### config.mk
export PLATFORM = sky130hd
export DESIGN_NAME = cpu
export DESIGN_NICKNAME = d
export VERILOG_FILES = /design/src/hw/cpu_pkg.sv /design/src/hw/bus_if.sv /design/src/hw/decode_if.sv /design/src/hw/fetch_if.sv /design/src/hw/cpu.sv /design/src/hw/execute_stage.sv /design/src/hw/decode_stage.sv /design/src/hw/fetch_stage.sv /design/src/hw/px.sv
export VERILOG_INCLUDE_DIRS = /design/src /design/src/hw
export SDC_FILE = /design/constraint.sdc
export NUM_CORES = 1
export LEC_CHECK = 0
export BUFFER_PORTS_ARGS = -buffer_cell sky130_fd_sc_hd__buf_2
export CAP_MARGIN = 40
export CORE_ASPECT_RATIO = 1.2
export CORE_UTILIZATION = 35
export CTS_CLUSTER_DIAMETER = 100
export CTS_CLUSTER_SIZE = 16
export DETAILED_ROUTE_END_ITERATION = 10
export PLACE_DENSITY_LB_ADDON = 0.25
export SLEW_MARGIN = 25
export SYNTH_ARGS = -nofsm -noshare
export SYNTH_HDL_FRONTEND = slang
export SYNTH_SLANG_ARGS = --single-unit
### constraint.sdc
create_clock -name __clk -period 11.25 [get_ports __clk]
set_clock_uncertainty 0.2 [all_clocks]
set_input_delay 2.8125 -clock __clk [delete_from_list [all_inputs] [get_ports __clk]]
set_output_delay 2.8125 -clock __clk [all_outputs]
set_load 0.005 [all_outputs]
### src/hw/cpu_settings.svh
`ifndef CPU_SETTINGS_SVH
`define CPU_SETTINGS_SVH

// Word and register file geometry
`define CPU_WORD_W 16
`define CPU_REG_N 8

// --------------------
// Opcodes in bits 0..3 of the instruction word
// Codes not listed here are illegal
`define CPU_OP_LWT 4'h1
`define CPU_OP_AW 4'h2
`define CPU_OP_SW 4'h3
`define CPU_OP_NR 4'h4
`define CPU_OP_OR 4'h5
`define CPU_OP_LW 4'h8
`define CPU_OP_RW 4'h9
`define CPU_OP_UJ 4'hc
`define CPU_OP_HLT 4'he

// Released state of an active-low bus field
`define CPU_BUS_IDLE {`CPU_WORD_W{1'b1}}

`endif
### src/hw/cpu_pkg.sv
`include "cpu_settings.svh"

package cpu_pkg;

	// Bit 0 is the most significant bit
	typedef logic [0:`CPU_WORD_W-1] word_t;
	typedef logic [0:`CPU_WORD_W-1] addr_t;
	typedef logic [0:$clog2(`CPU_REG_N)-1] reg_idx_t;

	// Operation class handed from decode to execute
	typedef logic [0:3] op_t;

	localparam op_t op_lwt = 4'd0;
	localparam op_t op_aw = 4'd1;
	localparam op_t op_sw = 4'd2;
	localparam op_t op_nr = 4'd3;
	localparam op_t op_or = 4'd4;
	localparam op_t op_lw = 4'd5;
	localparam op_t op_rw = 4'd6;
	localparam op_t op_uj = 4'd7;
	localparam op_t op_hlt = 4'd8;
	localparam op_t op_ill = 4'd15;

	typedef enum logic [1:0] {
		bus_idle,
		bus_strobe,
		bus_release
	} bus_state_t;

	typedef enum logic [1:0] {
		ex_operate,
		ex_mem_wait,
		ex_halted
	} exec_state_t;

endpackage

### src/hw/bus_if.sv
`timescale 1ns/1ps

// One stage's access request to the bus sequencer
interface bus_if;

	logic req;
	logic we;
	cpu_pkg::addr_t addr;
	cpu_pkg::word_t wdata;
	cpu_pkg::word_t rdata;
	// One-cycle pulses closing the request
	logic done;
	logic nomem;

	modport stage (
		output req, we, addr, wdata,
		input rdata, done, nomem
	);

	modport sequencer (
		input req, we, addr, wdata,
		output rdata, done, nomem
	);

endinterface

### src/hw/decode_if.sv
`timescale 1ns/1ps

// Decoded operation on its way to execute
interface decode_if;

	logic valid;
	logic ready;
	cpu_pkg::op_t op;
	// Destination or store source
	cpu_pkg::reg_idx_t ra;
	// Operand or base
	cpu_pkg::reg_idx_t rc;
	// Offset, already sign extended
	cpu_pkg::word_t imm;

	modport source (
		output valid,
		output op,
		output ra,
		output rc,
		output imm,
		input ready
	);

	modport sink (
		input valid,
		input op,
		input ra,
		input rc,
		input imm,
		output ready
	);

endinterface

### src/hw/fetch_if.sv
`timescale 1ns/1ps

// Fetched instruction on its way to decode
interface fetch_if;

	logic valid;
	logic ready;
	// Address the word was read from
	cpu_pkg::addr_t pc;
	cpu_pkg::word_t ir;

	modport source (
		output valid,
		output pc,
		output ir,
		input ready
	);

	modport sink (
		input valid,
		input pc,
		input ir,
		output ready
	);

endinterface

### src/hw/cpu.sv
`timescale 1ns/1ps
`include "cpu_settings.svh"

module cpu (
	input logic __clk,
	input logic reset,

	// control panel
	input logic start_,
	input cpu_pkg::addr_t kl,
	output logic run,
	output logic hlt_n_,
	output logic awaria_,
	output cpu_pkg::word_t w,

	// system bus
	output logic dr_,
	output logic dw_,
	output cpu_pkg::addr_t dad_,
	output cpu_pkg::word_t ddt_,
	input cpu_pkg::word_t rdt_,
	input logic rok_,
	input logic ren_
);

	localparam cpu_pkg::word_t bus_released = `CPU_BUS_IDLE;

	fetch_if f_link();
	decode_if d_link();
	bus_if fetch_bus();
	bus_if exec_bus();

	logic flush;
	logic halt;
	cpu_pkg::addr_t target;
	cpu_pkg::addr_t px_dad_;
	cpu_pkg::word_t px_ddt_;

	// --------------------
	// Pipeline
	fetch_stage fetch (.__clk(__clk), .reset(reset), .start_(start_), .kl(kl), .run(run),
		.flush(flush), .target(target), .halt(halt), .bus(fetch_bus), .out(f_link));

	decode_stage decode (.__clk(__clk), .reset(reset), .flush(flush), .in(f_link),
		.out(d_link));

	execute_stage execute (.__clk(__clk), .reset(reset), .in(d_link), .bus(exec_bus),
		.flush(flush), .target(target), .halt(halt), .hlt_n_(hlt_n_), .awaria_(awaria_),
		.w(w));

	// --------------------
	// Bus sequencer
	px px (.__clk(__clk), .reset(reset), .fetch_bus(fetch_bus), .exec_bus(exec_bus),
		.dr_(dr_), .dw_(dw_), .dad_(px_dad_), .ddt_(px_ddt_), .rdt_(rdt_), .rok_(rok_),
		.ren_(ren_));

	// Open-collector merge, further sources AND in here
	assign dad_ = px_dad_ & bus_released;
	assign ddt_ = px_ddt_ & bus_released;

endmodule

### src/hw/execute_stage.sv
`timescale 1ns/1ps
`include "cpu_settings.svh"

module execute_stage (
	input logic __clk,
	input logic reset,
	decode_if.sink in,
	bus_if.stage bus,
	output logic flush,
	output cpu_pkg::addr_t target,
	output logic halt,
	output logic hlt_n_,
	output logic awaria_,
	output cpu_pkg::word_t w
);

	cpu_pkg::exec_state_t state;
	cpu_pkg::word_t regs [0:`CPU_REG_N-1];
	cpu_pkg::word_t a_val;
	cpu_pkg::word_t c_val;
	cpu_pkg::word_t ea;
	cpu_pkg::word_t result;
	cpu_pkg::reg_idx_t load_dst;
	cpu_pkg::addr_t mem_addr;
	cpu_pkg::word_t mem_wdata;
	logic mem_we;
	logic req;
	logic fire;
	logic write_reg;
	logic mem_op;
	logic jump;
	logic stop_ok;
	logic stop_bad;

	assign in.ready = (state == cpu_pkg::ex_operate);
	assign fire = in.valid && in.ready;

	assign a_val = regs[in.ra];
	assign c_val = regs[in.rc];
	// C plus offset, for memory and jumps
	assign ea = c_val + in.imm;

	// --------------------
	// Arithmetic and logic
	always_comb begin
		result = a_val;
		write_reg = 1'b0;
		mem_op = 1'b0;
		jump = 1'b0;
		stop_ok = 1'b0;
		stop_bad = 1'b0;
		case (in.op)
			cpu_pkg::op_lwt: begin
				result = in.imm;
				write_reg = 1'b1;
			end
			cpu_pkg::op_aw: begin
				result = a_val + c_val;
				write_reg = 1'b1;
			end
			cpu_pkg::op_sw: begin
				result = a_val - c_val;
				write_reg = 1'b1;
			end
			cpu_pkg::op_nr: begin
				result = a_val & c_val;
				write_reg = 1'b1;
			end
			cpu_pkg::op_or: begin
				result = a_val | c_val;
				write_reg = 1'b1;
			end
			cpu_pkg::op_lw, cpu_pkg::op_rw: mem_op = 1'b1;
			cpu_pkg::op_uj: jump = 1'b1;
			cpu_pkg::op_hlt: stop_ok = 1'b1;
			default: stop_bad = 1'b1;
		endcase
	end

	// --------------------
	// Sequencing, write-back, lamps
	always_ff @(posedge __clk) begin
		if (reset) begin
			state <= cpu_pkg::ex_operate;
			req <= 1'b0;
			hlt_n_ <= 1'b1;
			awaria_ <= 1'b1;
			w <= '0;
			for (int i = 0; i < `CPU_REG_N; i++)
				regs[i] <= '0;
		end else begin
			case (state)
				cpu_pkg::ex_operate: begin
					if (fire && write_reg) begin
						regs[in.ra] <= result;
						w <= result;
					end
					if (fire && mem_op) begin
						req <= 1'b1;
						state <= cpu_pkg::ex_mem_wait;
					end else if (fire && stop_ok) begin
						hlt_n_ <= 1'b0;
						state <= cpu_pkg::ex_halted;
					end else if (fire && stop_bad) begin
						awaria_ <= 1'b0;
						state <= cpu_pkg::ex_halted;
					end
				end
				cpu_pkg::ex_mem_wait: begin
					if (bus.done) begin
						req <= 1'b0;
						if (!mem_we) begin
							regs[load_dst] <= bus.rdata;
							w <= bus.rdata;
						end
						state <= cpu_pkg::ex_operate;
					end else if (bus.nomem) begin
						req <= 1'b0;
						awaria_ <= 1'b0;
						state <= cpu_pkg::ex_halted;
					end
				end
				default: state <= cpu_pkg::ex_halted;
			endcase
		end
	end

	always_ff @(posedge __clk) begin
		if (fire && mem_op) begin
			mem_we <= (in.op == cpu_pkg::op_rw);
			mem_addr <= ea;
			mem_wdata <= a_val;
			load_dst <= in.ra;
		end
	end

	assign bus.req = req;
	assign bus.we = mem_we;
	assign bus.addr = mem_addr;
	assign bus.wdata = mem_wdata;

	// Redirect in the same cycle the jump executes
	assign flush = fire && jump;
	assign target = ea;
	assign halt = (state == cpu_pkg::ex_halted);

endmodule

### src/hw/decode_stage.sv
`timescale 1ns/1ps
`include "cpu_settings.svh"

module decode_stage (
	input logic __clk,
	input logic reset,
	input logic flush,
	fetch_if.sink in,
	decode_if.source out
);

	logic valid;
	logic take;
	cpu_pkg::op_t op;
	cpu_pkg::reg_idx_t ra;
	cpu_pkg::reg_idx_t rc;
	cpu_pkg::word_t imm;
	cpu_pkg::addr_t last_pc;
	logic last_ok;

	function automatic cpu_pkg::op_t classify(input logic [0:3] code);
		case (code)
			`CPU_OP_LWT: return cpu_pkg::op_lwt;
			`CPU_OP_AW: return cpu_pkg::op_aw;
			`CPU_OP_SW: return cpu_pkg::op_sw;
			`CPU_OP_NR: return cpu_pkg::op_nr;
			`CPU_OP_OR: return cpu_pkg::op_or;
			`CPU_OP_LW: return cpu_pkg::op_lw;
			`CPU_OP_RW: return cpu_pkg::op_rw;
			`CPU_OP_UJ: return cpu_pkg::op_uj;
			`CPU_OP_HLT: return cpu_pkg::op_hlt;
			default: return cpu_pkg::op_ill;
		endcase
	endfunction

	assign in.ready = !valid || out.ready;
	assign take = in.valid && in.ready;

	always_ff @(posedge __clk) begin
		if (reset) begin
			valid <= 1'b0;
			last_ok <= 1'b0;
		end else begin
			if (flush)
				valid <= 1'b0;
			else if (take)
				valid <= 1'b1;
			else if (out.ready)
				valid <= 1'b0;
			// Cleared by a redirect, set by the next clean take
			if (flush)
				last_ok <= 1'b0;
			else if (take)
				last_ok <= 1'b1;
		end
	end

	// Fields: opcode 0..3, A 4..6, C 7..9, offset 10..15
	always_ff @(posedge __clk) begin
		if (take) begin
			op <= classify(in.ir[0:3]);
			ra <= in.ir[4:6];
			rc <= in.ir[7:9];
			imm <= {{(`CPU_WORD_W - 6){in.ir[10]}}, in.ir[10:15]};
			last_pc <= in.pc;
		end
	end

	assign out.valid = valid;
	assign out.op = op;
	assign out.ra = ra;
	assign out.rc = rc;
	assign out.imm = imm;

	assert property (@(posedge __clk) disable iff (reset) out.valid |-> !$isunknown(out.op));

	// Items taken with no redirect in between come from consecutive addresses
	assert property (@(posedge __clk) disable iff (reset)
		take && last_ok && !flush |-> in.pc == last_pc + 1'b1);

endmodule

### src/hw/fetch_stage.sv
`timescale 1ns/1ps
`include "cpu_settings.svh"

module fetch_stage (
	input logic __clk,
	input logic reset,
	input logic start_,
	input cpu_pkg::addr_t kl,
	output logic run,
	input logic flush,
	input cpu_pkg::addr_t target,
	input logic halt,
	bus_if.stage bus,
	fetch_if.source out
);

	cpu_pkg::addr_t pc;
	cpu_pkg::addr_t fetch_pc;
	cpu_pkg::word_t ir;
	logic req;
	logic stale;
	logic slot;
	logic answered;
	logic issue;
	logic start_load;

	assign answered = req && (bus.done || bus.nomem);
	assign issue = !req && run && !halt && !slot && !flush;
	assign start_load = !start_ && !run && !halt;

	always_ff @(posedge __clk) begin
		if (reset) begin
			run <= 1'b0;
			pc <= '0;
			req <= 1'b0;
			stale <= 1'b0;
			slot <= 1'b0;
		end else begin
			if (halt)
				run <= 1'b0;
			else if (start_load)
				run <= 1'b1;

			if (flush)
				pc <= target;
			else if (start_load)
				pc <= kl;
			else if (answered && !stale)
				pc <= pc + 1'b1;

			if (answered)
				req <= 1'b0;
			else if (issue)
				req <= 1'b1;

			// A read still on the bus during a redirect is thrown away
			if (answered)
				stale <= 1'b0;
			else if (flush && req)
				stale <= 1'b1;

			if (flush)
				slot <= 1'b0;
			else if (answered && !stale)
				slot <= 1'b1;
			else if (out.ready)
				slot <= 1'b0;
		end
	end

	// Missing memory is passed on as an illegal word, execute raises the alarm
	always_ff @(posedge __clk) begin
		if (issue)
			fetch_pc <= pc;
		if (answered && !stale)
			ir <= bus.done ? bus.rdata : `CPU_BUS_IDLE;
	end

	assign bus.req = req;
	assign bus.we = 1'b0;
	assign bus.addr = fetch_pc;
	assign bus.wdata = '0;

	assign out.valid = slot;
	assign out.pc = fetch_pc;
	assign out.ir = ir;

endmodule

### src/hw/px.sv
`timescale 1ns/1ps
`include "cpu_settings.svh"

module px (
	input logic __clk,
	input logic reset,
	bus_if.sequencer fetch_bus,
	bus_if.sequencer exec_bus,
	output logic dr_,
	output logic dw_,
	output cpu_pkg::addr_t dad_,
	output cpu_pkg::word_t ddt_,
	input cpu_pkg::word_t rdt_,
	input logic rok_,
	input logic ren_
);

	cpu_pkg::bus_state_t state;
	logic sel_exec;
	logic done_q;
	logic nomem_q;
	logic we_q;
	cpu_pkg::addr_t addr_q;
	cpu_pkg::word_t wdata_q;
	cpu_pkg::word_t rdata_q;
	logic bus_free;
	logic strobe;

	// Both answer lines back high, previous cycle fully closed
	assign bus_free = rok_ && ren_;
	assign strobe = (state == cpu_pkg::bus_strobe);

	// --------------------
	// Sequencer FSM and arbiter

	always_ff @(posedge __clk) begin
		if (reset) begin
			state <= cpu_pkg::bus_idle;
			sel_exec <= 1'b0;
			done_q <= 1'b0;
			nomem_q <= 1'b0;
		end else begin
			done_q <= 1'b0;
			nomem_q <= 1'b0;
			case (state)
				cpu_pkg::bus_idle: begin
					// Execute has priority over fetch
					if (bus_free && (exec_bus.req || fetch_bus.req)) begin
						sel_exec <= exec_bus.req;
						state <= cpu_pkg::bus_strobe;
					end
				end
				cpu_pkg::bus_strobe: begin
					if (!rok_) begin
						done_q <= 1'b1;
						state <= cpu_pkg::bus_release;
					end else if (!ren_) begin
						nomem_q <= 1'b1;
						state <= cpu_pkg::bus_release;
					end
				end
				cpu_pkg::bus_release: begin
					if (bus_free)
						state <= cpu_pkg::bus_idle;
				end
				default: state <= cpu_pkg::bus_idle;
			endcase
		end
	end

	// Request fields follow the winner until the strobe starts
	always_ff @(posedge __clk) begin
		if (state == cpu_pkg::bus_idle) begin
			we_q <= exec_bus.req ? exec_bus.we : fetch_bus.we;
			addr_q <= exec_bus.req ? exec_bus.addr : fetch_bus.addr;
			wdata_q <= exec_bus.req ? exec_bus.wdata : fetch_bus.wdata;
		end
		if (strobe && !rok_)
			rdata_q <= ~rdt_;
	end

	// --------------------
	// Active-low bus side
	assign dr_ = !(strobe && !we_q);
	assign dw_ = !(strobe && we_q);
	assign dad_ = strobe ? ~addr_q : `CPU_BUS_IDLE;
	assign ddt_ = (strobe && we_q) ? ~wdata_q : `CPU_BUS_IDLE;

	assign fetch_bus.rdata = rdata_q;
	assign fetch_bus.done = done_q && !sel_exec;
	assign fetch_bus.nomem = nomem_q && !sel_exec;
	assign exec_bus.rdata = rdata_q;
	assign exec_bus.done = done_q && sel_exec;
	assign exec_bus.nomem = nomem_q && sel_exec;

	// Never a read and a write on the bus at once
	assert property (@(posedge __clk) disable iff (reset) !(!dr_ && !dw_));

	// A strobe stays down until memory answers
	assert property (@(posedge __clk) disable iff (reset)
		(!dr_ || !dw_) && rok_ && ren_ |=> (!dr_ || !dw_));

endmodule

==> flow_summary_export.csv <==
group,metric,value,unit
worst_setup_path,cp_top_family,"compound AO/OA/AOI/OAI gates",
placement,post_dp_cell_area,0.0177,sq mm
layout,final_nets,1583,
logic_synthesis,yosysWarnings,0,
clock_network,clock-root-buffer,"clkbuf_16",
power,ir_worst_vdd,0.0888,mV
grt,gr-total-overflow,0,
clock_network,numCtsBuffers,23,
layout,layout_common_cells,"261 x edfxtp_1, 215 x nor2_1, 128 x nand2_1",
timing,slew_viol_final,0,
logic_synthesis,synth_compound_area_share,8.66,%
timing,max_clock_freq,160,MHz
worst_setup_path,rr_worst_depth,18,
placement,port-buffer-count,89,
logic_synthesis,synth.area.mux_share,13.4,%
grt,track_usage,19.7,%
worst_setup_path,path_cells,"buf_4, mux4_2, mux2i_1, ha_1, nand2_1, or3_1, or2_1, o21ai_0, xnor2_1, ha_1, o21ai_0, a211oi_1, o31a_1, o21ai_0, o21a_1, xnor2_1, a211oi_2, nor3_1",
logic_synthesis,avgSynthCellArea,11.6,sq um
timing,setup_viol,0,
layout,diodes,0,
worst_setup_path,path_max_fanout,34,
die,coreArea,0.0463,sq mm
die,die_width,200,um
clock_network,clock_latency,560,ps
clock_network,clock-sinks,314,
grt,grt_pass1_wl,72.2,mm
worst_setup_path,worst-setup-path-type,"reg2reg",
clock_network,hold_buffers,0,
die,die_h,240,um
logic_synthesis,synth_sequential_area_ratio,53.8,%
timing,setup_tns,0,ps
worst_setup_path,end_kind,"register",
timing,tightestPinTransition,897,ps
clock_network,cts_setup_buffers,0,
logic_synthesis,synth_top_family_by_area,"simple AND/OR/NAND/NOR gates",
die,die_area,0.0481,sq mm
logic_synthesis,synth-simple-area-share,14.6,%
worst_setup_path,crit_path_end,"execute.regs[6][15]",
worst_setup_path,cp_num_buf_inv,1,
logic_synthesis,yosys.area_share.xor_xnor,3.02,%
timing,rsz0062_at_grt,"false",
layout,syn2layout_area_growth,11.9,%
clock_network,clkSlewWorstSetupHoldPaths,80,ps
logic_synthesis,syn_nets,1506,
timing,holdWs,226,ps
routing,drtPass1Iterations,5,
worst_setup_path,start_kind,"register",
grt,antenna_found_initial,1,
worst_setup_path,r2r_end,"execute.regs[6][15]",
layout,fin_util,40.0,%
worst_setup_path,cp.required,11320,ps
grt,grt_start_max_net_pins,49,
die,io-pin-count,90,
timing,fin_crit,6260,ps
run,drv_cap,0,
timing,slew_headroom,38.5,%
power,powerDensity,124,mW/mm^2
logic_synthesis,syn_inst,1428,
die,rows,86,
logic_synthesis,ys_types,73,
power,power,2.29,mW
routing,num_vias,11500,
clock_network,cts_max_level,1,
status,outcome,"finished, final reports clean",
clock_network,cts_tree,"built",
clock_network,cts.repair.resized,0,
layout,final.fill_count,4516,
worst_setup_path,worst-path-stages,18,
worst_setup_path,reg2reg_slack,4990,ps
grt,grt_pass1_vias,11700,
layout,drive_above_1_share,18.3,%
worst_setup_path,critPathSlowestCell,"a211oi_2",
logic_synthesis,ys_ff_latch,314,
placement,place_congestion,0.889,
timing,final.period_utilization,55.7,%
routing,routed_via_density,5.40,
die,initial_core_util,35.7,%
power,power_leakage,6.71,nW
worst_setup_path,cpPeakStageDelay,690,ps
logic_synthesis,netlist_area,0.0165,sq mm
routing,drc_errors,0,
worst_setup_path,cp_data_arrival_time,6330,ps
timing,hold_viol_final,0,
logic_synthesis,async_flop_share,0,%
clock_network,clock_path_buffers,3,
layout,final_common_cell,"edfxtp_1",
logic_synthesis,synthAdderAreaFrac,3.19,%
logic_synthesis,synth_ff_type,"edfxtp_1",
routing,drt-initial-drc-count,1030,
hold_path,hold_path.class,"reg2reg",
routing,ant_nets,0,
placement,hpwlAfterDp,35.2,mm
layout,fin_area,0.0185,sq mm
routing,drt_wl_total,47.4,mm
routing,wire_per_inst,22.2,um
worst_setup_path,cp_common_cell,"o21ai_0",
logic_synthesis,synth_edf_count,261,
[cells in the mapped netlist, types with 11 or more instances]
| cell type | instances | area [sq um] |
|---|---|---|
| o21ai_0 | 44 | 220 |
| nor2_1 | 216 | 811 |
| a211oi_1 | 29 | 218 |
| clkbuf_1 | 60 | 225 |
| a31oi_1 | 11 | 68.8 |
| a21oi_1 | 57 | 285 |
| mux2_2 | 38 | 428 |
| nand2_1 | 128 | 480 |
| edfxtp_1 | 261 | 7840 |
| xor2_1 | 22 | 193 |
| and2_1 | 27 | 169 |
| nor2b_1 | 13 | 81.3 |
| mux2i_1 | 30 | 300 |
| dfxtp_1 | 53 | 1060 |
| mux4_2 | 61 | 1370 |
| inv_1 | 49 | 184 |
| nor3_1 | 45 | 225 |
| xnor2_1 | 35 | 307 |
| ha_1 | 39 | 488 |
| nand2b_1 | 36 | 225 |
| nand3_1 | 15 | 75.1 |
[through the flow]
step / setup slack (ps) / instances
after floorplan: 5970 / 1428
after global placement: 4420 / 2080
after detailed placement: 4370 / 2086
after CTS: 4960 / 2128
after global routing: 4640 / 2138
final: 4990 / 2138
[flip-flops by register name, indices dropped and copies added (netlist names), 16 cells and up, named ones only]
signal             cells
execute.bus.addr      16
fetch.out.ir          16
fetch.bus.addr        16
fetch.pc              16
px.addr_q             16
px.wdata_q            16
execute.regs         128
px.exec_bus.rdata     16
execute.bus.wdata     16
execute.w             16
[per-layer routing]
layer  routed length, um  up-vias  share of wire [%]  track usage (%)
li1                    -     5398                  -                -
met1               19000     5719                 40             23.5
met2               24100      343                 51             36.1
met3                2380       86                5.0             2.59
met4                1850        0                3.9             7.66
met5                   0        -                  0                0
[area by class of cell]
cell class              count  area [sq um]  area share [%]
flip-flops and latches    314          8900            48.1
multi-input cells         983          7130            38.5
repair buffers            132           843            4.56
well taps                 616           771            4.17
clock buffers              40           639            3.46
inverters                  51           191            1.04
clock inverters             2          17.5          0.0947
[cell families after synthesis]
family / Yosys count
AND/OR/NAND/NOR: 530
adder cells (fa/ha/maj): 41
buffers and inverters: 131
flip-flops: 314
multiplexers: 134
XOR/XNOR: 57
AO/OA/AOI/OAI: 221
[report_power, final]
| part | internal [mW] | switching (mW) |
|---|---|---|
| sequential | 1.29 | 0.0236 |
| combinational | 0.0726 | 0.106 |
| clock | 0.388 | 0.411 |
[how the worst min path moves through the flow]
stage	from	end	slack [ps]	depth (start not counted)
CTS	fetch.out.ir[4]	decode.out.imm[4]	230	0
global route	fetch.out.ir[3]	decode.out.imm[3]	240	0
finish	fetch.out.ir[3]	decode.out.imm[3]	230	0
global placement	fetch.out.ir[0]	decode.out.imm[0]	210	0
floorplan	fetch.out.ir[0]	decode.out.imm[0]	200	0
detailed placement	fetch.out.ir[5]	decode.out.imm[5]	210	0
[worst register-to-register path, delay by kind of cell (launching register included)]
family	cells	cell delay, ps
AOI/OAI and AO/OA	7	2130
buffers and inverters	1	510
and+or+nand+nor	4	850
muxes	2	1140
DFF	1	310
xor gates and xnor gates	2	260
adders and majority gates	2	580
(Power assumes the default switching activity.)
